<file path="config.mk">
export PLATFORM = sky130hd
export DESIGN_NAME = instr_bridge
export DESIGN_NICKNAME = d
export VERILOG_FILES = /design/src/common/mem_subsys_pkg.sv /design/src/core_bridge/instr_bridge.sv
export SDC_FILE = /design/constraint.sdc
export NUM_CORES = 1
export LEC_CHECK = 0
export ABC_CLOCK_PERIOD_IN_PS = 2100
export BUFFER_PORTS_ARGS = -buffer_cell sky130_fd_sc_hd__buf_4
export CAP_MARGIN = 25
export CORE_ASPECT_RATIO = 1.75
export CORE_MARGIN = 2
export CORE_UTILIZATION = 37
export DETAILED_ROUTE_END_ITERATION = 10
export GPL_ROUTABILITY_DRIVEN = 1
export GPL_TIMING_DRIVEN = 0
export PLACE_DENSITY = 0.83
export SLEW_MARGIN = 20
export SYNTH_ARGS = -nofsm -noshare
export SYNTH_HDL_FRONTEND = slang
export SYNTH_SLANG_ARGS = --single-unit
</file>
<file path="constraint.sdc">
create_clock -name clk_core -period 2.1 [get_ports clk_core]
set_clock_uncertainty 0.2 [all_clocks]
set_input_delay 0.21 -clock clk_core [delete_from_list [all_inputs] [get_ports clk_core]]
set_output_delay 0.21 -clock clk_core [all_outputs]
set_load 0.01 [all_outputs]
</file>
<file path="src/common/mem_subsys_pkg.sv">
package mem_subsys_pkg;

  // Bus widths
  localparam int WORD_W = 32;
  localparam int ADDR_W = 32;

  // One data word, always a full 32-bit access
  typedef logic [WORD_W-1:0] word_t;

  // Byte address, low two bits unused by the memory
  typedef logic [ADDR_W-1:0] addr_t;

  // Core port to Wishbone bridge sequencing
  typedef enum logic [1:0] {
    IDLE,      // Request passes straight onto the bus
    WAIT_ACK,  // Bus cycle open, waiting for the arbiter
    RESPOND    // Grant goes back to the core
  } bridge_state_t;

  // Shared memory owner
  typedef enum logic [1:0] {
    ARB_IDLE,
    ARB_INSTR,
    ARB_DATA
  } arb_state_t;

endpackage

</file>
<file path="src/core_bridge/instr_bridge.sv">
`timescale 1ns/100ps

module instr_bridge import mem_subsys_pkg::*; (
  input  logic  clk_core,
  input  logic  reset_i,

  // Core instruction port
  input  logic  req_i,
  input  addr_t addr_i,
  output logic  gnt_o,
  output word_t rdata_o,

  // Read-only Wishbone side
  output logic  wb_cyc_o,
  output logic  wb_stb_o,
  output addr_t wb_addr_o,
  input  logic  wb_ack_i,
  input  word_t wb_rdata_i
);

  bridge_state_t state_q;
  bridge_state_t state_d;

  always_comb begin
    state_d = state_q;
    case (state_q)
      IDLE: begin
        if (req_i) begin
          state_d = WAIT_ACK;
        end
      end
      WAIT_ACK: begin
        if (wb_ack_i) begin
          state_d = RESPOND;
        end
      end
      RESPOND: begin
        state_d = IDLE;  // Core sees the grant this cycle
      end
      default: begin
        state_d = IDLE;
      end
    endcase
  end

  // Request goes out in the same cycle while idle, held request masked in RESPOND
  assign wb_cyc_o  = (state_q == WAIT_ACK) || ((state_q == IDLE) && req_i);
  assign wb_stb_o  = wb_cyc_o;
  assign wb_addr_o = addr_i;  // Core holds it until the grant

  always_ff @(posedge clk_core) begin
    if (reset_i) begin
      state_q <= IDLE;
      gnt_o   <= 1'b0;
    end else begin
      state_q <= state_d;
      gnt_o   <= wb_ack_i;  // Grant doubles as rvalid on this port
    end
  end

  // Return data, one stage behind the ack
  always_ff @(posedge clk_core) begin
    if (wb_ack_i) begin
      rdata_o <= wb_rdata_i;
    end
  end

  // Fetch address must not move while the bus cycle is open
  addr_held_a : assert property (@(posedge clk_core) disable iff (reset_i)
    state_q == WAIT_ACK |-> $stable(addr_i));

endmodule

</file>
==> impl_summary.log <==
INFO  metric maxClockFrequency = approximately 660 MHz
INFO  metric drc = 0
INFO  metric clkTransAtPathRegs = roughly 70 ps
INFO  metric final_layout_size_suffix_gt1_share = 64.8%
INFO  metric cellPowerDensity = around 640 nW/um^2
INFO  metric layout.area.seq = 1020 sq um
INFO  metric postPlaceCellArea = approximately 2100 sq um
INFO  metric clkLatencyLatePin = around 280 ps
INFO  metric grt_start_max_net_pins = 36
INFO  metric worst_slack_after_detailed_placement = between 800 and 900 ps
INFO  metric worst_slew_pin_slew = 412 ps
INFO  metric final_period_minus_worst_setup_slack = between 1500 and 2000 ps
INFO  metric grt_first_pass_wirelength = slightly below 6 mm
INFO  metric syn_nets = ~140
INFO  metric number_of_ports_placed_on_the_die_boundary = between 100 and 150
INFO  metric worstSetupEndpointType = output port
INFO  metric leakage_power_figure = between 1 and 1.5 nW
INFO  metric grt_overflow = 0
INFO  metric multi_input_gate_area = approximately 55 sq um
INFO  metric worst-path-stages = 4
INFO  metric cts_htree_levels = 2
INFO  metric holdPathStages = 3
INFO  metric initialDrtViolationCount = 21
INFO  metric antenna_cells = 0
INFO  metric fin_worst_hold_slack = about 11 ps
INFO  metric count_of_standard_cell_rows = 28
INFO  metric portBuffers = a little over 100
INFO  metric filler_cell_count = around 210
INFO  metric min_path_type = input port to flop
INFO  metric finish.utilization = 75.2%
INFO  metric crit_family = flip-flops
INFO  metric crit_path_start_kind = flop
INFO  metric synth.yosys.warnings = 0
INFO  metric die_w = 49.2 um
INFO  metric setup_ws = 591 ps
INFO  metric slew_headroom = between 70 and 80%
INFO  metric chipHeight = approximately 83 um
INFO  metric viasPerCell = 4.22
INFO  metric clock_sinks = 35
INFO  metric setup_tns = 0 ps
INFO  metric routed_len_inst = between 10 and 15 um
INFO  metric ant_nets = 0
INFO  metric die_area = approximately 4000 sq um
INFO  metric worst_ep_arrival_time = about 1100 ps
INFO  metric hold_start = req_i
INFO  metric design.core.area = ~3400 sq um
INFO  metric finish.net_count = around 290
INFO  metric final_design_area_no_fill = around 2600 sq um
INFO  metric gp_congestion = 0.663
INFO  metric route.final.wire_length = between 3 and 4 mm
INFO  metric worst_ir_drop_vdd = between 0.7 and 0.8 mV
INFO  metric syn-instance-count = 76
INFO  metric critical_path.max_fanout = 4
INFO  metric setup_violations = 0
INFO  metric track_usage = around a fifth
INFO  metric final-max-slew-violation-count = 0
INFO  metric vias_in_the_first_global_route = between 1,000 and 1,500
INFO  metric cap_viol_max_count = 0
INFO  metric worst-path-buf-inv = 2
INFO  metric critical_path.slowest_cell = sky130_fd_sc_hd__dfxtp_1
INFO  metric clk_path_buf_depth = 2
INFO  metric drt_first_pass_iters = 4
INFO  metric r2r.worst_path.cells = 2
INFO  metric layout-area-overhead-vs-synth = 93.1%
INFO  metric status = complete, no violations
INFO  metric timing.critical_path.cells = nor2_1 -> nor2_1 -> buf_4 -> buf_4
INFO  metric cts_made_buffers = 5
INFO  metric ys_seq_elements = 35
INFO  metric timing.rr.start = state_q[0]
INFO  metric synth_seq_area_share = between 70 and 80%
INFO  metric fin_crit_sh = slightly above 70%
INFO  metric synth.lib_cells_used.distinct = 10
INFO  metric final_cells = 264
INFO  metric total_power = about 1.6 mW
INFO  metric cts_tree = built
INFO  metric timing.final.hold_violations = 0
INFO  metric route.vias.total = 1,114
INFO  metric ctsRootBufferMaster = sky130_fd_sc_hd__clkbuf_8
INFO  metric rsz0062_at_grt = no
INFO  metric post-cts-setup-buffers = 0
INFO  metric startpoint = state_q[0]
INFO  metric grt_antenna_before_repair = 0
INFO  metric criticalPathCategory = flop to output port
INFO  metric required = around 1700 ps
INFO  metric synthesized_area_per_cell = ~17 sq um
INFO  metric synthesis.area = roughly 1300 sq um
INFO  metric timing.critical_path.slowest_cell_delay = approximately 370 ps
INFO  metric initial_standard_cell_utilization_of_the_core = 39.0%
INFO  metric dp.cells = approximately 220
[state kept, by name (all words and copies together), names as in the netlist]
signal / flops
gnt_o: 1
rdata_o: 32
state_q: 2
[metal layers]
layer	part of all wire, %	track usage, %	up-vias
li1	-	-	513
met1	29	16.2	502
met2	59	37.5	86
met3	8.5	4.86	13
met4	3.3	11.2	0
met5	0	0	-
[layout make-up]
class / instances / share of cell area [%]
Buffer: 33 / 9.69
Tap cell: 45 / 2.20
Clock buffer: 6 / 2.84
Timing Repair Buffer: 135 / 42.9
Clock inverter: 2 / 0.294
Multi-Input combinational cell: 8 / 2.15
Sequential cell: 35 / 39.9
[report_power, final]
part	switching [mW]	internal [mW]	total [mW]
Combinational	0.126	0.224	0.350
Clock	0.211	0.226	0.437
Sequential	0.0179	0.820	0.838
[path summary, 6_finish.rpt]
path	to	slack (ps)
hold reg to reg	state_q[1]	270
setup / recovery	wb_stb_o	590
hold / removal	state_q[0]	10
setup reg to reg	state_q[0]	1150
[worst register-to-register path, cell delays in order, from the launching register on]
cell and delay, ps:
sky130_fd_sc_hd__dfxtp_1 330, sky130_fd_sc_hd__nand2b_4 150, sky130_fd_sc_hd__a211oi_2 190
[kinds of logic (layout without fill, tap and decap cells)]
family / after synthesis / after routing / synth area share (%)
flip-flops: 35 / 35 / 77.1
AND/OR/NAND/NOR: 7 / 7 / 3.21
buffers and inverters: 33 / 176 / 18.7
AO/OA/AOI/OAI: 1 / 1 / 0.945
[layout by cell type, fill, tap and decap left out]
cell / n
sky130_fd_sc_hd__nand2b_4: 1
sky130_fd_sc_hd__nor2b_1: 1
sky130_fd_sc_hd__clkbuf_1: 1
sky130_fd_sc_hd__dfxtp_1: 3
sky130_fd_sc_hd__nor2_1: 2
sky130_fd_sc_hd__nand2b_1: 1
sky130_fd_sc_hd__buf_4: 135
sky130_fd_sc_hd__nand2_1: 1
sky130_fd_sc_hd__clkbuf_8: 5
sky130_fd_sc_hd__edfxtp_1: 32
sky130_fd_sc_hd__nor3_1: 1
sky130_fd_sc_hd__clkinv_1: 2
sky130_fd_sc_hd__dlygate4sd3_1: 33
sky130_fd_sc_hd__a211oi_2: 1
[cells in the mapped netlist]
library cell,count,share of area [%]
sky130_fd_sc_hd__a211oi_2,1,0.95
sky130_fd_sc_hd__buf_4,33,19
sky130_fd_sc_hd__dfxtp_1,3,4.5
sky130_fd_sc_hd__edfxtp_1,32,73
sky130_fd_sc_hd__nand2_1,1,0.28
sky130_fd_sc_hd__nand2b_1,1,0.47
sky130_fd_sc_hd__nand2b_4,1,1.0
sky130_fd_sc_hd__nor2_1,2,0.57
sky130_fd_sc_hd__nor2b_1,1,0.47
sky130_fd_sc_hd__nor3_1,1,0.38
[what timing repair did]
| item | in CTS | in global routing |
|---|---|---|
| hold buffers | 33 | 0 |
| gates resized for setup | 0 | 0 |
| endpoints found under the hold margin | 35 | 0 |
Power figures use the tool's default switching activity.
