### src/common/mem_subsys_pkg.sv
package mem_subsys_pkg;

  // Bus widths
  localparam int WORD_W = 32;
  localparam int ADDR_W = 32;

  // One data word, always a full 32-bit access
  typedef logic [WORD_W-1:0] word_t;

  // Byte address, low two bits unused by the memory
  typedef logic [ADDR_W-1:0] addr_t;

  // Core port to Wishbone bridge sequencing
  typedef enum logic [1:0] {
    IDLE,      // Request passes straight onto the bus
    WAIT_ACK,  // Bus cycle open, waiting for the arbiter
    RESPOND    // Grant goes back to the core
  } bridge_state_t;

  // Shared memory owner
  typedef enum logic [1:0] {
    ARB_IDLE,
    ARB_INSTR,
    ARB_DATA
  } arb_state_t;

endpackage

### src/core_bridge/data_bridge.sv
`timescale 1ns/100ps

module data_bridge import mem_subsys_pkg::*; (
  input  logic  clk_core,
  input  logic  reset_i,

  // Core data port
  input  logic  req_i,
  input  logic  we_i,
  input  addr_t addr_i,
  input  word_t wdata_i,
  output logic  gnt_o,
  output logic  rvalid_o,
  output word_t rdata_o,

  // Wishbone side
  output logic  wb_cyc_o,
  output logic  wb_stb_o,
  output logic  wb_we_o,
  output addr_t wb_addr_o,
  output word_t wb_wdata_o,
  input  logic  wb_ack_i,
  input  word_t wb_rdata_i
);

  bridge_state_t state_q;
  bridge_state_t state_d;
  logic          we_q;  // Access in flight is a write

  always_comb begin
    state_d = state_q;
    case (state_q)
      IDLE: begin
        if (req_i) begin
          state_d = WAIT_ACK;
        end
      end
      WAIT_ACK: begin
        if (wb_ack_i) begin
          state_d = RESPOND;
        end
      end
      RESPOND: begin
        state_d = IDLE;
      end
      default: begin
        state_d = IDLE;
      end
    endcase
  end

  assign wb_cyc_o   = (state_q == WAIT_ACK) || ((state_q == IDLE) && req_i);
  assign wb_stb_o   = wb_cyc_o;
  assign wb_we_o    = we_i;
  assign wb_addr_o  = addr_i;
  assign wb_wdata_o = wdata_i;

  always_ff @(posedge clk_core) begin
    if (reset_i) begin
      state_q  <= IDLE;
      we_q     <= 1'b0;
      gnt_o    <= 1'b0;
      rvalid_o <= 1'b0;
    end else begin
      state_q  <= state_d;
      gnt_o    <= wb_ack_i;
      rvalid_o <= wb_ack_i && !we_q;  // Writes get a grant only
      if ((state_q == IDLE) && req_i) begin
        we_q <= we_i;
      end
    end
  end

  always_ff @(posedge clk_core) begin
    if (wb_ack_i) begin
      rdata_o <= wb_rdata_i;
    end
  end

  // Write controls stay put until the grant
  wr_held_a : assert property (@(posedge clk_core) disable iff (reset_i)
    state_q == WAIT_ACK |-> $stable(we_i) && $stable(wdata_i) && $stable(addr_i));

  rvalid_gnt_a : assert property (@(posedge clk_core) disable iff (reset_i)
    $rose(rvalid_o) |-> gnt_o);

endmodule

### config.mk
export PLATFORM = sky130hd
export DESIGN_NAME = data_bridge
export DESIGN_NICKNAME = d
export VERILOG_FILES = /design/src/common/mem_subsys_pkg.sv /design/src/core_bridge/data_bridge.sv
export SDC_FILE = /design/constraint.sdc
export NUM_CORES = 1
export LEC_CHECK = 0
export BUFFER_PORTS_ARGS = -buffer_cell sky130_fd_sc_hd__buf_2
export CAP_MARGIN = 20
export CORE_MARGIN = 4
export CORE_UTILIZATION = 29
export CTS_CLUSTER_SIZE = 40
export DETAILED_ROUTE_END_ITERATION = 10
export GPL_ROUTABILITY_DRIVEN = 0
export PLACE_DENSITY = 0.85
export SLEW_MARGIN = 20
export SYNTH_ARGS = -nofsm -noshare
export SYNTH_HDL_FRONTEND = slang
export SYNTH_SLANG_ARGS = --single-unit
export TNS_END_PERCENT = 1
### constraint.sdc
create_clock -name clk_core -period 0.86 [get_ports clk_core]
set_input_delay 0.172 -clock clk_core [delete_from_list [all_inputs] [get_ports clk_core]]
set_output_delay 0.172 -clock clk_core [all_outputs]
set_load 0.05 [all_outputs]
==> results of run 1 <==
==> how the worst max path moves through the flow <==
| stage | end | slack (ns) |
|---|---|---|
| CTS | wb_stb_o | -0.30 |
| global placement | wb_stb_o | -0.06 |
| floorplan | wb_stb_o | -0.21 |
| finish | wb_cyc_o | -0.29 |
| global route | wb_cyc_o | -0.33 |
| detailed placement | wb_stb_o | -0.07 |
==> area by class of cell <==
| type | count | area [µm²] |
|---|---|---|
| flip-flops and latches | 37 | 1069 |
| clock inverters | 2 | 10.01 |
| repair buffers | 79 | 679.4 |
| clock buffers | 6 | 72.57 |
| multi-input cells | 10 | 110.1 |
| fillers | 490 | 3476 |
| well taps | 72 | 90.09 |
==> state kept, by name, indices dropped and copies added (netlist names) <==
signal / cells
gnt_o: 1
rdata_o: 32
rvalid_o: 1
state_q: 2
we_q: 1
==> cell usage in the layout, fill, tap and decap left out <==
master	n
buf_4	3
nor3b_2	1
and3b_2	1
nand2b_1	2
nor2_4	2
nor2b_2	1
a2111oi_4	1
clkbuf_8	5
dfxtp_1	1
mux2i_1	1
dfxtp_4	1
nor2b_1	1
clkinv_2	2
buf_6	33
edfxtp_1	32
buf_8	4
buf_12	2
buf_2	37
dfxtp_2	3
clkbuf_1	1
==> metrics by stage <==
step                      hold WS [ns]  utilization (%)
after floorplan                 0.2423                -
after global placement          0.3443            30.42
after detailed placement        0.3443            30.42
after CTS                      0.05043            36.86
after global routing           0.04488            36.88
final                          0.06256            36.88
==> cells by family after synthesis <==
| family | after synthesis | share of synthesized area, % |
|---|---|---|
| flip-flops | 37 | 64.83 |
| buffers and inverters | 66 | 30.28 |
| AND/OR/NAND/NOR | 8 | 3.364 |
| multiplexers | 1 | 0.6116 |
| AO/OA/AOI/OAI | 1 | 0.9172 |
==> metal layers <==
metal / vias to the layer above / routed length [µm] / track usage [%]
met5: - / 0 / 0
met1: 385 / 1174 / 9.393
met4: 0 / 227 / 9.955
met3: 30 / 472 / 4.663
met2: 100 / 1793 / 16.40
li1: 350 / - / -
==> repair_timing <==
item                                   4_1_cts  5_1_grt
gates resized for setup                     81        1
pin swaps                                    1        0
endpoints found under the hold margin        0        0
buffers inserted                             1        0
setup endpoints to repair                   38       39
==> critical path, stage by stage (launching register included) <==
cell and delay, ns:
dfxtp_4 0.36, nor2_4 0.04, nor2_4 0.13, buf_8 0.16
==> power groups by stage <==
stage | Combinational [mW] | Clock (mW) | Sequential [mW]
floorplan | 0.892 | 0 | 2.64
global placement | 0.809 | 0 | 2.17
detailed placement | 0.820 | 0 | 2.18
CTS | 1.01 | 1.14 | 2.18
global route | 1.04 | 1.26 | 2.19
finish | 1.02 | 1.12 | 2.18
==> impl_metrics.ini, run 1 <==
[run_status]
status = finished, violations left
violations = setup timing

[critical_path]
crit_path_start = state_q[0]
reg2reg_to = state_q[0]
critPathKind = reg -> out
r2r_cells = 3
end_kind = primary output
r2r_slack_ns = -0.10
start_kind = flip-flop
arrival_ns = 0.98
cp_max_fo = 2
r2r_start = state_q[0]
cp_data_required_time_ns = 0.69

[detailed_routing]
viasPerCell = 4.199
wire_per_inst_um = 17.81
vias = 865
final_antenna_net_count = 0
drt_first_pass_iters = 4
drc = 0
drtIter0Drc = 48
wl_um = 3668

[cells_and_area]
stdcell_area_mm2 = 0.002031
fin_cells = 206
synthToLayoutAreaGrowth_pct = 24.08
diodes = 0
drive_gt1_share_pct = 71.64
fin_nets = 234

[pwr]
p_sw_share_pct = 29.37
power.share.sequential_pct = 50.5
cellPowerDensity_mw_per_mm2 = 2122
pwr-share-clk_pct = 25.9
leakage_nw = 0.8455
switchingPower_mw = 1.265
total_power_mw = 4.309
combPwrFrac_pct = 23.6
internal-power_mw = 3.044
peakVddDrop_mv = 1.155

[yosys]
ys_ff_latch = 37
synth_area_leaders = edfxtp_1 59%, buf_4 30%, dfxtp_1 6.1%
synth_nets = 214
synth_largest_area_cell = edfxtp_1
synth_cells = 113
synth_edf_count = 32
synth_top_area_share_pct = 58.72
synthArstFlopShare_pct = 0
synth.avg_cell_area_um2 = 14.48
yosys_most_used_dff = edfxtp_1
synth_most_common_cell = buf_4
syn_area_mm2 = 0.001637
ys_types = 12
ys_seq_area_share_pct = 64.83
yosys_warnings = 0
netlist_top_cells_count = 66 x buf_4, 32 x edfxtp_1, 5 x dfxtp_1

[sta]
finalCritPeriodShare_pct = 133.6
hold_viol_final = 0
worst_slack_ns = -0.2890
fmax_mhz = 870.3
rsz0062_at_grt = yes
slew_headroom_pct = 83.45
clock_skew_ns = 0.0004997
fin_tns_setup_ns = -5.778
final_max_slew_viol_count = 0
finalSetupViolations = 39
fin_crit_ns = 1.149
worstMarginPinSlew_ns = 0.2500

[floorplan]
start_util_pct = 29.72
die_y_um = 83.12
rows = 27
boundaryPins = 202
die_x_um = 83.12
core-area_mm2 = 0.005507
die_area_mm2 = 0.006909

[job]
cap_violations = 0

[min_path]
min_to = rdata_o[26]
hold_depth = 1
holdCritStartpoint = wb_rdata_i[26]
min_path_type = in -> reg

[global_routing]
gr-total-overflow = 0
grt_max_degree = 19
grt_pass1_vias = 902
grt_pass1_wl_um = 5278
track_usage_pct = 10.23
antenna_found_initial = 0

[clock_tree]
root_buffer = clkbuf_8
clock_sinks = 37
htree_levels = 2
clk_latency_ns = 0.28
cts_made_buffers = 5
cts_tree = done
clk_path_buf_depth = 2
ctsHoldBuffers = 0
path_clk_slew_ns = 0.07

[place]
place_ws_ns = -0.06816
place_area_mm2 = 0.001675
placement.io_buffers = 73
dp_cells = 197
No activity file was read; power rests on OpenSTA's default activity.
==> run 2: changes to the inputs <==
Settings changed: ABC_AREA from default to 1.
==> impl_metrics.ini, run 2 <==
[clock_tree]
cts_tree = done
clk_latency_ns = 0.27
htree_levels = 2
root_buffer = clkbuf_8
path_clk_slew_ns = 0.07
cts_made_buffers = 5
clock_sinks = 37
clk_path_buf_depth = 2

[run_status]
status = finished, violations left
violations = setup timing

[pwr]
p_sw_share_pct = 29.32
peakVddDrop_mv = 1.066
power.share.sequential_pct = 50.8
cellPowerDensity_mw_per_mm2 = 2153
switchingPower_mw = 1.259
pwr-share-clk_pct = 25.5
combPwrFrac_pct = 23.7
leakage_nw = 0.8491
internal-power_mw = 3.035

[critical_path]
arrival_ns = 1.04
end_kind = primary output
cp_num_buf_inv = 1
crit_slowest_cell = dfxtp_2
crit_path_cell_trace = nor2_4 -> nand2_2 -> nand2_4 -> buf_8
cp_data_required_time_ns = 0.69
critPathKind = reg -> out
worst_path_largest_cell_delay_ns = 0.34
cp_max_fo = 3
start_kind = flip-flop
crit_family = flip-flops

[yosys]
synth_cells = 120
synthArstFlopShare_pct = 0
yosys_most_used_dff = edfxtp_1
synth_largest_area_cell = edfxtp_1
synth_most_common_cell = buf_4
synth_area_leaders = edfxtp_1 59%, buf_4 30%, dfxtp_1 6.1%
syn_area_mm2 = 0.001637
synth.avg_cell_area_um2 = 13.64
netlist_top_cells_count = 66 x buf_4, 32 x edfxtp_1, 5 x dfxtp_1
ys_seq_area_share_pct = 64.83
synth_edf_count = 32
yosys_warnings = 0
ys_ff_latch = 37
synth_nets = 221
ys_types = 12
synth_top_area_share_pct = 58.72

[floorplan]
start_util_pct = 29.72
die_y_um = 83.12
boundaryPins = 202
die_x_um = 83.12
rows = 27
core-area_mm2 = 0.005507
die_area_mm2 = 0.006909

[sta]
hold_viol_final = 0
clock_skew_ns = 0.0004072
finalCritPeriodShare_pct = 141.5
fin_tns_setup_ns = -5.421
fin_crit_ns = 1.217
rsz0062_at_grt = yes
worstMarginPinSlew_ns = 0.2476
fmax_mhz = 822.0
worst_slack_ns = -0.3566
final_max_slew_viol_count = 0
slew_headroom_pct = 83.61
finalSetupViolations = 37

[detailed_routing]
vias = 894
wl_um = 3929
viasPerCell = 4.197
final_antenna_net_count = 0
drc = 0
wire_per_inst_um = 18.45
drtIter0Drc = 26
drt_first_pass_iters = 2

[global_routing]
met1_usage_pct = 8.788
met3_usage_pct = 7.044
antenna_found_initial = 0
track_usage_pct = 10.97
gr-total-overflow = 0
grt_pass1_vias = 952
top_usage_layer = met2
grt_pass1_wl_um = 5747
use_met2_pct = 19.39
grt_max_degree = 12

[place]
place_area_mm2 = 0.001660
placement.io_buffers = 73
place_ws_ns = -0.1720
hpwl_um = 3026

[cells_and_area]
largest_reg_flops = 32
final_cell_mix = 37 x buf_2, 32 x buf_6, 32 x edfxtp_1, 5 x clkbuf_8, 5 x buf_4
mostFrequentLayoutCell = buf_2
stdcell_area_mm2 = 0.001994
drive_gt1_share_pct = 66.67
synthToLayoutAreaGrowth_pct = 21.87
fin_nets = 241
largestRegisters = rdata_o x32, state_q x2
diodes = 0
regMostFlops = rdata_o

[job]
cap_violations = 0

[min_path]
min_path_type = in -> reg
==> run 2: cell types whose count changed in the layout (fill, tap and decap cells not counted), sizes merged, moves of 2 or more <==
cell,delta
inv,+4
nand2,+4
a21oi,+2
nand2b,-2
nand3,+2
nor2b,-2
nor3,+2
==> run 2: power by group through the flow <==
stage	clock [mW]	combinational, mW	sequential [mW]
after floorplan	0	0.916	2.63
after global placement	0	0.821	2.18
after detailed placement	0	0.829	2.18
after CTS	1.11	1.01	2.18
after global routing	1.22	1.05	2.19
final	1.10	1.02	2.18
==> run 2: worst paths after layout <==
| kind | cells past startpoint | endpoint | slack (ns) | from |
|---|---|---|---|---|
| hold / removal | 1 | rdata_o[11] | 0.07 | wb_rdata_i[11] |
| hold reg to reg | 1 | rvalid_o | 0.44 | we_q |
| setup / recovery | 4 | wb_cyc_o | -0.36 | state_q[1] |
| setup reg to reg | 5 | state_q[0] | -0.11 | state_q[1] |
==> run 2: through the flow <==
step / cells / util, % / hold WS (ns) / total power, mW
finish: 213 / 36.22 / 0.07499 / 4.294
global route: 213 / 36.22 / 0.05998 / 4.468
CTS: 213 / 36.22 / 0.06735 / 4.304
detailed placement: 204 / 30.15 / 0.3443 / 3.012
global placement: 204 / 30.15 / 0.3443 / 2.996
floorplan: 120 / - / 0.2271 / 3.550
==> run 2: final cells by class <==
type	instances	area, µm²
inverters	4	15.01
repair buffers	79	663.1
well taps	72	90.09
clock inverters	2	10.01
clock buffers	6	72.57
flip-flops and latches	37	1066
multi-input cells	13	77.57
fillers	477	3512
==> run 2: kinds of logic after synthesis <==
logic type             Yosys count  synth area share, %
AND/OR/NAND/NOR                 11                3.135
AO/OA/AOI/OAI                    2               0.8408
flip-flops                      37                64.83
buffers and inverters           70                31.19
==> run 2: what timing repair did <==
| item | CTS | global route |
|---|---|---|
| endpoints found under the setup margin | 37 | 37 |
| resized for setup | 79 | 0 |
| gates cloned | 0 | 0 |
| hold buffers | 0 | 0 |
| setup buffers | 1 | 0 |
| pin swaps | 4 | 0 |
==> run 2: layer usage <==
layer | wire length, µm | share of wire (%)
met1 | 1092 | 28
met2 | 1967 | 50
met5 | 0 | 0
met4 | 178 | 4.5
met3 | 691 | 18
==> run 3: changes to the inputs <==
Settings changed: CAP_MARGIN 20 to default, PLACE_DENSITY 0.85 to 0.76.
==> impl_metrics.ini, run 3 (synthesis results as in run 2) <==
[pwr]
pwr-share-clk_pct = 30.5
total_power_mw = 4.564
leakage_nw = 0.8468
internal-power_mw = 3.318
power.share.sequential_pct = 47.6
peakVddDrop_mv = 0.7684
switchingPower_mw = 1.246
p_sw_share_pct = 27.30
cellPowerDensity_mw_per_mm2 = 2268
combPwrFrac_pct = 21.9

[floorplan]
core-area_mm2 = 0.005507
die_x_um = 83.12
start_util_pct = 29.72
die_area_mm2 = 0.006909
boundaryPins = 202
die_y_um = 83.12
rows = 27

[cells_and_area]
fin_cells = 211
regMostFlops = rdata_o
final_cell_mix = 37 x buf_2, 32 x buf_6, 32 x edfxtp_1, 5 x clkbuf_8
mostFrequentLayoutCell = buf_2
synthToLayoutAreaGrowth_pct = 22.94
largestRegisters = rdata_o x32, state_q x2
diodes = 0
fin_nets = 239
drive_gt1_share_pct = 66.91
largest_reg_flops = 32

[global_routing]
gr-total-overflow = 0
antenna_found_initial = 0
track_usage_pct = 10.11
grt_max_degree = 22
grt_pass1_vias = 882
grt_pass1_wl_um = 5313

[clock_tree]
path_clk_slew_ns = 0.07
clk_path_buf_depth = 2
cts_tree = done
clk_latency_ns = 0.27
root_buffer = clkbuf_8
htree_levels = 2
post_cts_buffers = 0
clock_sinks = 37
cts_made_buffers = 5

[min_path]
min_path_type = in -> reg
hold_depth = 1

[detailed_routing]
drtIter0Drc = 27
top_layer = met4
wl_um = 3612
drt_first_pass_iters = 2
met2_length_um = 1800
viasPerCell = 4.166
drc = 0
wire_per_inst_um = 17.12
vias = 879
met1_length_um = 1075
final_antenna_net_count = 0
wl_met3_um = 572

[sta]
clock_skew_ns = 0.0002910
finalSetupViolations = 36
worstMarginPinSlew_ns = 0.2483
fmax_mhz = 827.7
finalCritPeriodShare_pct = 140.5
rsz0062_at_grt = yes
hold_viol_final = 0
worst_slack_ns = -0.3481
slew_headroom_pct = 83.56
fin_crit_ns = 1.208
final_max_slew_viol_count = 0

[critical_path]
cp_num_buf_inv = 1
r2r_cells = 5
cp_max_fo = 3
critPathKind = reg -> out
crit_slowest_cell = dfxtp_4
end_kind = primary output
cp.depth = 4
cp_data_required_time_ns = 0.69
crit_path_cell_trace = nor2_4 -> nand2_2 -> nand2_4 -> buf_8
arrival_ns = 1.04
crit_family = flip-flops
start_kind = flip-flop
worst_path_largest_cell_delay_ns = 0.36

[place]
hpwl_um = 2904
placement.io_buffers = 73
dp_cells = 203

[run_status]
status = finished, violations left
violations = setup timing

[job]
cap_violations = 0
-- run 3: layout make-up --
type,instances,area (µm²)
Clock buffer,5,68.82
Fill cell,491,3495
Timing Repair Buffer,77,648.1
Clock inverter,3,41.29
Tap cell,72,90.09
Multi-Input combinational cell,13,80.08
Sequential cell,37,1069
Inverter,4,15.01
-- run 3: power groups by stage --
stage	Combinational [mW]	Sequential, mW	Clock (mW)
2_1_floorplan	0.916	2.63	0
3_3_place_gp	0.814	2.17	0
3_5_place_dp	0.825	2.18	0
4_1_cts	1.00	2.17	1.44
5_1_grt	1.03	2.18	1.56
6_report	1.00	2.17	1.39
-- run 3: what timing repair did --
item                       CTS  global route
hold buffers                 0             0
setup endpoints to repair   36            36
gates resized for setup     81             0
pin swaps                    3             0
-- run 3: worst paths after layout --
check	start	end	slack (ns)
worst min-delay path	wb_rdata_i[17]	rdata_o[17]	0.07
worst min register to register	we_q	rvalid_o	0.43
worst max-delay path	state_q[0]	wb_stb_o	-0.35
worst max register to register	state_q[0]	we_q	0.05
-- run 3: routing by layer --
layer	track usage, %	vias up
li1	-	366
met1	8.614	389
met2	17.57	102
met3	5.655	22
met4	7.132	0
met5	0	-
-- run 3: metrics by stage --
| step | setup WS, ns | hold WS, ns | utilization [%] | setup TNS [ns] | area [µm²] |
|---|---|---|---|---|---|
| 6_report | -0.3481 | 0.06717 | 36.54 | -5.189 | 2012 |
| 5_1_grt | -0.4026 | 0.05133 | 36.54 | -6.582 | 2012 |
| 4_1_cts | -0.3621 | 0.05753 | 36.54 | -5.567 | 2012 |
| 3_5_place_dp | -0.1628 | 0.3443 | 30.02 | -0.3254 | 1653 |
| 3_3_place_gp | -0.1424 | 0.3443 | 30.02 | -0.2838 | 1653 |
| 2_1_floorplan | -0.1673 | 0.2271 | - | -0.1673 | 1658 |
