[config.mk]
export PLATFORM = sky130hd
export DESIGN_NAME = wb_arbiter
export DESIGN_NICKNAME = d
export VERILOG_FILES = /design/src/common/mem_subsys_pkg.sv /design/src/wb_arbiter.sv
export SDC_FILE = /design/constraint.sdc
export NUM_CORES = 1
export LEC_CHECK = 0
export BUFFER_PORTS_ARGS = -buffer_cell sky130_fd_sc_hd__buf_4
export CORE_AREA = 2 2 103 105
export DETAILED_ROUTE_END_ITERATION = 6
export DIE_AREA = 0 0 105 107
export SYNTH_ARGS = -nofsm -noshare
export SYNTH_HDL_FRONTEND = slang
export SYNTH_SLANG_ARGS = --single-unit
[constraint.sdc]
create_clock -name clk_core -period 1.8 [get_ports clk_core]
set_clock_uncertainty 0.05 [all_clocks]
set_input_delay 0.09 -clock clk_core [delete_from_list [all_inputs] [get_ports clk_core]]
set_output_delay 0.09 -clock clk_core [all_outputs]
set_load 0.05 [all_outputs]
[src/common/mem_subsys_pkg.sv]
package mem_subsys_pkg;

  // Bus widths
  localparam int WORD_W = 32;
  localparam int ADDR_W = 32;

  // One data word, always a full 32-bit access
  typedef logic [WORD_W-1:0] word_t;

  // Byte address, low two bits unused by the memory
  typedef logic [ADDR_W-1:0] addr_t;

  // Core port to Wishbone bridge sequencing
  typedef enum logic [1:0] {
    IDLE,      // Request passes straight onto the bus
    WAIT_ACK,  // Bus cycle open, waiting for the arbiter
    RESPOND    // Grant goes back to the core
  } bridge_state_t;

  // Shared memory owner
  typedef enum logic [1:0] {
    ARB_IDLE,
    ARB_INSTR,
    ARB_DATA
  } arb_state_t;

endpackage

[src/wb_arbiter.sv]
`timescale 1ns/100ps

module wb_arbiter import mem_subsys_pkg::*; (
  input  logic  clk_core,
  input  logic  reset_i,

  // Instruction bus, read only
  input  logic  i_cyc_i,
  input  logic  i_stb_i,
  input  addr_t i_addr_i,
  output logic  i_ack_o,
  output word_t i_rdata_o,

  // Data bus
  input  logic  d_cyc_i,
  input  logic  d_stb_i,
  input  logic  d_we_i,
  input  addr_t d_addr_i,
  input  word_t d_wdata_i,
  output logic  d_ack_o,
  output word_t d_rdata_o,

  // Shared memory port
  output logic  mem_en_o,
  output logic  mem_we_o,
  output addr_t mem_addr_o,
  output word_t mem_wdata_o,
  input  word_t mem_rdata_i
);

  arb_state_t state_q;
  logic       prio_data_q;  // Data bus wins the next tie
  logic       i_req;
  logic       d_req;
  logic       pick_data;

  // A bus being acked still shows cyc, so it must not be picked again
  assign i_req = i_cyc_i && i_stb_i && !i_ack_o;
  assign d_req = d_cyc_i && d_stb_i && !d_ack_o;

  assign pick_data = d_req && (!i_req || prio_data_q);

  always_ff @(posedge clk_core) begin
    if (reset_i) begin
      state_q     <= ARB_IDLE;
      prio_data_q <= 1'b0;
      i_ack_o     <= 1'b0;
      d_ack_o     <= 1'b0;
    end else begin
      // Ack trails the memory access by one cycle, with the read data
      i_ack_o <= (state_q == ARB_INSTR);
      d_ack_o <= (state_q == ARB_DATA);
      case (state_q)
        ARB_IDLE: begin
          if (pick_data) begin
            state_q     <= ARB_DATA;
            prio_data_q <= 1'b0;
          end else if (i_req) begin
            state_q     <= ARB_INSTR;
            prio_data_q <= 1'b1;
          end
        end
        ARB_INSTR, ARB_DATA: begin
          state_q <= ARB_IDLE;  // One memory cycle per grant
        end
        default: begin
          state_q <= ARB_IDLE;
        end
      endcase
    end
  end

  // Memory driven from the owner's bus for the single access cycle
  assign mem_en_o    = (state_q != ARB_IDLE);
  assign mem_we_o    = (state_q == ARB_DATA) && d_we_i;
  assign mem_addr_o  = (state_q == ARB_DATA) ? d_addr_i : i_addr_i;
  assign mem_wdata_o = d_wdata_i;

  // Read data steered to the bus being acked
  assign i_rdata_o = i_ack_o ? mem_rdata_i : '0;
  assign d_rdata_o = d_ack_o ? mem_rdata_i : '0;

  one_ack_a : assert property (@(posedge clk_core) disable iff (reset_i)
    !(i_ack_o && d_ack_o));

  // Bridges keep cyc up until they see their ack
  i_ack_cyc_a : assert property (@(posedge clk_core) disable iff (reset_i)
    i_ack_o |-> i_cyc_i);

  d_ack_cyc_a : assert property (@(posedge clk_core) disable iff (reset_i)
    d_ack_o |-> d_cyc_i);

endmodule

==> results.toml, run 1 <==
[layout]
nFillCells = 1098
multi_input_area_um2 = 850.8
seq_area_um2 = 100.1
fin_util = 0.2693
final_nets = 460
n_antenna_cell = 0
area_growth_pct = 119.2
drive_gt1_frac = 0.7438
fin_area_um2 = 2718

[grt]
antenna_found_initial = 0
grt_first_pass_wirelength_um = 8652
gr-total-overflow = 0
grt_max_degree = 35
grt_usage = 0.09565
grt_pass1_vias = 1645

[detailed_routing]
drtIter0Drc = 80
antenna_left = 0
routedWlPerCell_um = 12.68
num_vias = 1644
remaining_drc_errors = 0
via_per_inst = 3.574
wl_um = 5831
first_pass_iters = 4

[timing]
setup_slack_ps = 135.9
final.min_clock_period_ps = 1664
setup_viol = 0
tns_ps = 0
slew_violations = 0
worst_pin_slew_ps = 341.8
rsz0062_at_grt = "no"
max_freq_mhz = 600.9
slew_headroom = 0.7662
finalHoldViolCount = 0
fin_hold_ws_ps = 24.40
min_period_over_period = 0.9245

[placed_design]
place_ws_ps = 362.5
port_buffers = 202
routabilityCongestion = 0.7840
placed_area_um2 = 2673
dp_hpwl_um = 5025

[clock_tree]
cts_setup_buffers = 0
clkTransAtPathRegs_ps = 30
cts_num_sinks = 5
cts_resized = 0
numCtsBuffers = 3
htreeDepth = 1
insertion_delay_ps = 220
max-clock-path-buffers = 2
cts_tree = "built"
hold_buffers = 0
clock-root-buffer = "clkbuf_8"

[worst_setup_path]
startpoint_type = "register"
critical_path_required_ps = 1660
worstSetupPathType = "register to output pin"
cp_max_fo = 34
arrival_ps = 1520
cp-end-kind = "output pin"

[outcome]
outcome = "finished, final reports clean"

[floorplanning]
io_pins = 267
coreArea_um2 = 10090
die-area_um2 = 11240
start_util = 0.1229
fp-row-count = 37
die_h_um = 107
die_x_um = 105

[logic_synthesis]
seq_area_frac_synth = 0.08073
synth_seq_cells = 5
synth_top_area_frac = 0.3280
syn_area_um2 = 1240
synth_area_per_cell_um2 = 7.848
synth_area_leaders = "and2_1 33%, mux2_2 29%, buf_4 21%, dfxtp_1 8.1%, clkbuf_1 2.1%"
yosysTopAreaCell = "and2_1"
yosysWarnings = 0
synthDistinctLibCells = 17
synth_cells = 158
syn_nets = 293

[hold_path]
min_path_type = "primary input to register"

[run]
maxCapViolCount = 0

[power]
power.density_nw_per_um2 = 370.4
ir_drop_mv = 0.1847
p_leak_nw = 1.433
## state kept, by name (all words and copies together), names as in the netlist
signal and cells:
d_ack_o 1, i_ack_o 1, prio_data_q 1, state_q 2
## where the power goes
part	leakage, nW	internal [mW]	switching (mW)
Combinational	1.37	0.298	0.386
Clock	0.0228	0.152	0.0503
Sequential	0.0408	0.116	0.00400
Total	1.43	0.566	0.440
## stage by stage
| step | total power [mW] | cells |
|---|---|---|
| floorplan | 0.6928 | 158 |
| finish | 1.007 | 460 |
| global placement | 0.8043 | 456 |
| detailed placement | 0.8101 | 456 |
| global route | 1.058 | 460 |
| CTS | 1.020 | 460 |
## cell usage in the layout (no fill, tap or decap)
cell type	Yosys	final
buf_4	34	204
and2_1	65	65
mux2_2	32	32
dfxtp_1	5	5
clkbuf_8	0	3
nor2_1	2	2
nor2b_2	0	1
or2_1	1	1
nor3b_1	1	1
nor2b_1	2	1
nand3b_1	1	1
nand2_1	1	1
nor4b_1	1	1
a2111oi_0	1	1
or3_1	1	1
o31ai_1	1	1
a21oi_1	1	1
clkbuf_1	7	1
buf_12	0	1
## synthesized netlist by cell type (all sizes together)
library cell  instances
a2111oi               1
a21oi                 1
and2                 65
buf                  36
clkbuf                7
dfxtp                 5
mux2                 32
nand2                 1
nand3b                1
nor2                  2
nor2b                 2
nor3b                 1
nor4b                 1
o31ai                 1
or2                   1
or3                   1
## cells by family (layout without fill, tap and decap cells)
family                 count (synthesis)  count (layout)  share of synthesized area
buffers and inverters                 43             209                     0.2351
and+or+nand+nor                       75              75                     0.3764
AOI/OAI and AO/OA                      3               3                    0.01715
DFF                                    5               5                    0.08073
muxes                                 32              32                     0.2906
## worst max-delay path, stage by stage, from the launching register on
cell,delay [ps]
dfxtp_1,330
nor2b_2,190
buf_12,220
mux2_2,370
buf_4,190
## cell type report
cell class / instances / area share
Tap cell: 136 / 0.06261
Multi-Input combinational cell: 110 / 0.3131
Clock buffer: 4 / 0.01657
Timing Repair Buffer: 205 / 0.5709
Sequential cell: 5 / 0.03683
## final timing paths
kind                           start                        to  slack [ps]  cells past startpoint
max          state_q[1]$_SDFFE_PP0P_            mem_addr_o[14]         140                      4
max reg2reg  state_q[0]$_SDFFE_PP0P_  prio_data_q$_SDFFE_PP0P_         590                      3
min                          reset_i  prio_data_q$_SDFFE_PP0P_          20                      2
min reg2reg  state_q[1]$_SDFFE_PP0P_        i_ack_o$_SDFF_PP0_         390                      1
## routing by layer
| layer | share of wire | wire length, um | track usage | vias up |
|---|---|---|---|---|
| met5 | 0 | 0 | 0 | - |
| met4 | 0.0098 | 57 | 0.02095 | 0 |
| met3 | 0.079 | 463 | 0.03222 | 10 |
| met2 | 0.52 | 3053 | 0.1642 | 94 |
| met1 | 0.39 | 2256 | 0.1158 | 731 |
| li1 | - | - | - | 809 |
Note: power is estimated with default switching activity, not from simulation.
==> run 2: changes to the inputs <==
--- a/config.mk
+++ b/config.mk
@@ -5,6 +5,7 @@
 export SDC_FILE = /design/constraint.sdc
 export NUM_CORES = 1
 export LEC_CHECK = 0
+export ABC_AREA = 1
 export BUFFER_PORTS_ARGS = -buffer_cell sky130_fd_sc_hd__buf_4
 export CORE_AREA = 2 2 103 105
 export DETAILED_ROUTE_END_ITERATION = 6
==> results.toml, run 2 <==
[worst_setup_path]
path_cells = "inv_4 > nand2_8 > nand2_1 > nand2_1 > buf_4"
arrival_ps = 1490
cp-end-kind = "output pin"
cp_max_fo = 34
cp_top_family = "buffers and inverters"
critical_path_required_ps = 1660
startpoint_type = "register"
crit_buf_inv = 2
worstSetupPathType = "register to output pin"
critPathSlowestCell = "dfxtp_1"
regToRegSetupSlack_ps = 670
cp_common_cell = "nand2_1"
slowest_delay_ps = 340

[logic_synthesis]
syn_nets = 439
syn_area_um2 = 1484
synth_common_cells = "134 x nand2_1, 68 x inv_1, 34 x buf_4, 34 x nand3_1, 12 x buf_2"
yosysWarnings = 0
synth_seq_cells = 5
synth_area_per_cell_um2 = 4.881
synthDistinctLibCells = 16
synth_ff_type = "dfxtp_1"
async_reset_ff_frac = 0
synth_top_area_frac = 0.3390
synth_edf_count = 0
yosysTopAreaCell = "nand2_1"
yosysMostFrequentCell = "nand2_1"
synth_cells = 304
seq_area_frac_synth = 0.06745
synth_area_leaders = "nand2_1 34%, buf_4 17%, inv_1 17%, nand3_1 11%, dfxtp_1 6.7%"

[timing]
tns_ps = 0
setup_slack_ps = 166.2
setup_viol = 0
max_freq_mhz = 612.1
finalHoldViolCount = 0
slew_headroom = 0.7556
min_period_over_period = 0.9077
worst_pin_slew_ps = 366.5
final.min_clock_period_ps = 1634
slew_violations = 0
rsz0062_at_grt = "no"

[layout]
top_register = "state_q"
nFillCells = 1111
drive_gt1_frac = 0.4644
fin_util = 0.2864
seq_area_um2 = 100.1
fin_area_um2 = 2890
layout_common_cells = "204 x buf_4, 134 x nand2_1, 68 x inv_1"
layout_commonest_cell = "buf_4"
largest_reg_flops = 2
final_nets = 599
area_growth_pct = 94.77
multi_input_area_um2 = 758.2
n_antenna_cell = 0

[clock_tree]
hold_buffers = 0
cts_num_sinks = 5
cts_resized = 0
clock-root-buffer = "clkbuf_8"
cts_tree = "built"
insertion_delay_ps = 220
clkTransAtPathRegs_ps = 40
cts_setup_buffers = 0
max-clock-path-buffers = 2
numCtsBuffers = 3
htreeDepth = 1

[detailed_routing]
antenna_left = 0
via_per_inst = 3.795
wl_um = 5998
remaining_drc_errors = 0
first_pass_iters = 4
num_vias = 2273
drtIter0Drc = 167
routedWlPerCell_um = 10.01

[power]
p_leak_nw = 2.114
finalPower_mw = 1.193
ir_drop_mv = 0.1695
power.density_nw_per_um2 = 412.9

[grt]
grt_usage = 0.09451
gr-total-overflow = 0
grt_max_degree = 37
antenna_found_initial = 0
grt_first_pass_wirelength_um = 8928
grt_pass1_vias = 1948

[hold_path]
min_path_type = "primary input to register"

[placed_design]
routabilityCongestion = 0.7390
port_buffers = 202
place_ws_ps = 391.5
dp_hpwl_um = 5143
placed_area_um2 = 2845

[floorplanning]
start_util = 0.1470
coreArea_um2 = 10090
io_pins = 267
die_h_um = 107
fp-row-count = 37
die_x_um = 105
die-area_um2 = 11240

[run]
maxCapViolCount = 0

[outcome]
outcome = "finished, final reports clean"
## run 2: cell count changes after synthesis, sizes merged, moves of 14 or more
| cell | change |
|---|---|
| buf | +14 |
| mux2 | -32 |
| inv | +70 |
| nand2 | +134 |
| nand3 | +34 |
| and2 | -65 |
## run 2: metal layers
| layer | track usage | vias to the layer above | share of wire |
|---|---|---|---|
| li1 | - | 1149 | - |
| met1 | 0.09682 | 931 | 0.34 |
| met2 | 0.1730 | 181 | 0.48 |
| met3 | 0.03951 | 12 | 0.16 |
| met4 | 0.03238 | 0 | 0.022 |
| met5 | 0 | - | 0 |
## run 2: final timing paths
kind	end	cells after the start	startpoint
setup / recovery	mem_addr_o[2]	5	state_q[0]$_SDFFE_PP0P_
hold / removal	prio_data_q$_SDFFE_PP0P_	2	reset_i
setup reg to reg	d_ack_o$_SDFF_PP0_	3	state_q[0]$_SDFFE_PP0P_
hold reg to reg	prio_data_q$_SDFFE_PP0P_	2	prio_data_q$_SDFFE_PP0P_
## run 2: cell families (layout without fill, tap and decap cells)
family | count (synthesis) | count (layout) | synth area share
DFF | 5 | 5 | 0.06746
and+or+nand+nor | 176 | 176 | 0.5008
AOI/OAI and AO/OA | 3 | 3 | 0.01012
buffers and inverters | 120 | 279 | 0.4216
## run 2: area by class of cell
type	count	share of cell area
timing repair buffer	205	0.5368
sequential	5	0.03463
tap	136	0.05887
inverter	70	0.09177
multi-input combinational	179	0.2623
clock buffer	4	0.01558
## run 2: power by group
part / internal (mW) / leakage, nW / switching (mW)
Sequential: 0.117 / 0.0408 / 0.00371
Clock: 0.152 / 0.0228 / 0.0568
Combinational: 0.318 / 2.05 / 0.545
Total: 0.588 / 2.11 / 0.606
## run 2: worst reg2reg max path: cells and delay by family (launching register included)
kind | cells | cell delay (ps)
AND/OR/NAND/NOR | 2 | 380
flip-flops | 1 | 340
buffers and inverters | 1 | 290
## run 2: per-stage QoR
| stage | hold slack [ps] | instances |
|---|---|---|
| final | 29.29 | 599 |
| after global placement | 130.3 | 595 |
| after global routing | 32.02 | 599 |
| after floorplan | 109.1 | 304 |
| after detailed placement | 130.3 | 595 |
| after CTS | 30.81 | 599 |
==> run 3: changes to the inputs <==
--- a/config.mk
+++ b/config.mk
@@ -7,9 +7,11 @@
 export LEC_CHECK = 0
 export ABC_AREA = 1
 export BUFFER_PORTS_ARGS = -buffer_cell sky130_fd_sc_hd__buf_4
+export CAP_MARGIN = 20
 export CORE_AREA = 2 2 103 105
 export DETAILED_ROUTE_END_ITERATION = 6
 export DIE_AREA = 0 0 105 107
+export PLACE_DENSITY_LB_ADDON = 0.2
 export SYNTH_ARGS = -nofsm -noshare
 export SYNTH_HDL_FRONTEND = slang
 export SYNTH_SLANG_ARGS = --single-unit
==> results.toml, run 3 (synthesized netlist as in run 2, its figures left out) <==
[worst_setup_path]
critPathSlowestCell = "dfxtp_1"
cp_common_cell = "nand2_1"
startpoint_type = "register"
regToRegSetupSlack_ps = 660
crit_buf_inv = 2
slowest_delay_ps = 350
arrival_ps = 1510
reg2reg_depth = 3
path_cells = "inv_4 > nand2_8 > nand2_1 > nand2_1 > buf_4"
cp_max_fo = 34
worstSetupPathType = "register to output pin"
critical_path_required_ps = 1660
path_depth = 5
cp_top_family = "buffers and inverters"
cp-end-kind = "output pin"

[detailed_routing]
antenna_left = 0
num_vias = 2249
routedWlPerCell_um = 10.04
wl_um = 6014
via_per_inst = 3.755
remaining_drc_errors = 0
drtIter0Drc = 117
first_pass_iters = 4

[floorplanning]
die_x_um = 105
die-area_um2 = 11240
coreArea_um2 = 10090
start_util = 0.1470
io_pins = 267
fp-row-count = 37
die_h_um = 107

[layout]
drive_gt1_frac = 0.4644
seq_area_um2 = 100.1
multi_input_area_um2 = 758.2
area_growth_pct = 94.77
layout_common_cells = "204 x buf_4, 134 x nand2_1, 68 x inv_1"
nFillCells = 1130
final_cells = 599
fin_area_um2 = 2890
layout_commonest_cell = "buf_4"
final_nets = 599
n_antenna_cell = 0
top_register = "state_q"
largest_reg_flops = 2

[grt]
grt_usage = 0.09681
gr-total-overflow = 0
grt_max_degree = 37
antenna_found_initial = 0
grt_pass1_vias = 2031
grt_first_pass_wirelength_um = 9045

[power]
ir_drop_mv = 0.1986
power.share.clock = 0.178
seqPwrFrac = 0.101
p_leak_nw = 2.114
power_switching_share = 0.5088
power_switching_mw = 0.6089
finalPower_mw = 1.197
p_int_mw = 0.5877
power.density_nw_per_um2 = 414.0
power_frac_comb = 0.721

[placed_design]
placed_area_um2 = 2845
port_buffers = 202
place_inst = 595
dp_hpwl_um = 4995
routabilityCongestion = 0.7710

[timing]
slew_headroom = 0.7596
max_freq_mhz = 604.6
setup_viol = 0
finalHoldViolCount = 0
rsz0062_at_grt = "no"
worst_pin_slew_ps = 360.6
fin_hold_ws_ps = 28.17
tns_ps = 0
slew_violations = 0
min_period_over_period = 0.9189
final.min_clock_period_ps = 1654

[clock_tree]
insertion_delay_ps = 220
hold_buffers = 0
htreeDepth = 1
max-clock-path-buffers = 2
cts_num_sinks = 5
clkTransAtPathRegs_ps = 40
clock-root-buffer = "clkbuf_8"
cts_tree = "built"
numCtsBuffers = 3
cts_setup_buffers = 0
cts_resized = 0

[outcome]
outcome = "finished, final reports clean"

[hold_path]
min_path_type = "primary input to register"
hold_depth = 2

[run]
maxCapViolCount = 0
-- run 3: cell counts in the layout (fill, tap and decap cells not counted) --
Identical to the previous run, type by type.
-- run 3: area by class of cell --
type	instances	share of cell area
Clock buffer	4	0.01558
Sequential cell	5	0.03463
Inverter	70	0.09177
Multi-Input combinational cell	179	0.2623
Timing Repair Buffer	205	0.5368
Tap cell	136	0.05887
-- run 3: worst register-to-register path: stages (launching register included) --
cell,delay (ps)
dfxtp_1,350
inv_4,290
nand2_8,240
nor2_1,150
-- run 3: power groups by stage --
stage | Sequential (mW) | Clock, mW | Combinational [mW]
floorplan | 0.127 | 0 | 0.705
global placement | 0.122 | 0 | 0.867
detailed placement | 0.122 | 0 | 0.867
CTS | 0.121 | 0.221 | 0.869
global route | 0.121 | 0.223 | 0.914
finish | 0.121 | 0.213 | 0.862
-- run 3: worst paths after layout --
| kind | startpoint | end |
|---|---|---|
| setup / recovery | state_q[0]$_SDFFE_PP0P_ | mem_addr_o[0] |
| setup reg to reg | state_q[0]$_SDFFE_PP0P_ | d_ack_o$_SDFF_PP0_ |
| hold / removal | reset_i | prio_data_q$_SDFFE_PP0P_ |
| hold reg to reg | prio_data_q$_SDFFE_PP0P_ | prio_data_q$_SDFFE_PP0P_ |
-- run 3: metal layers --
| metal | GRT usage | share of wire | vias up |
|---|---|---|---|
| met5 | 0 | 0 | - |
| met4 | 0.04381 | 0.029 | 0 |
| met3 | 0.03404 | 0.12 | 16 |
| met2 | 0.1818 | 0.50 | 141 |
| met1 | 0.09533 | 0.35 | 942 |
| li1 | - | - | 1150 |
-- run 3: metrics by stage --
step	util	setup slack, ps
2_1_floorplan	-	256.4
3_3_place_gp	0.2819	371.5
5_1_grt	0.2864	25.44
4_1_cts	0.2864	131.8
6_report	0.2864	146.0
3_5_place_dp	0.2819	380.2
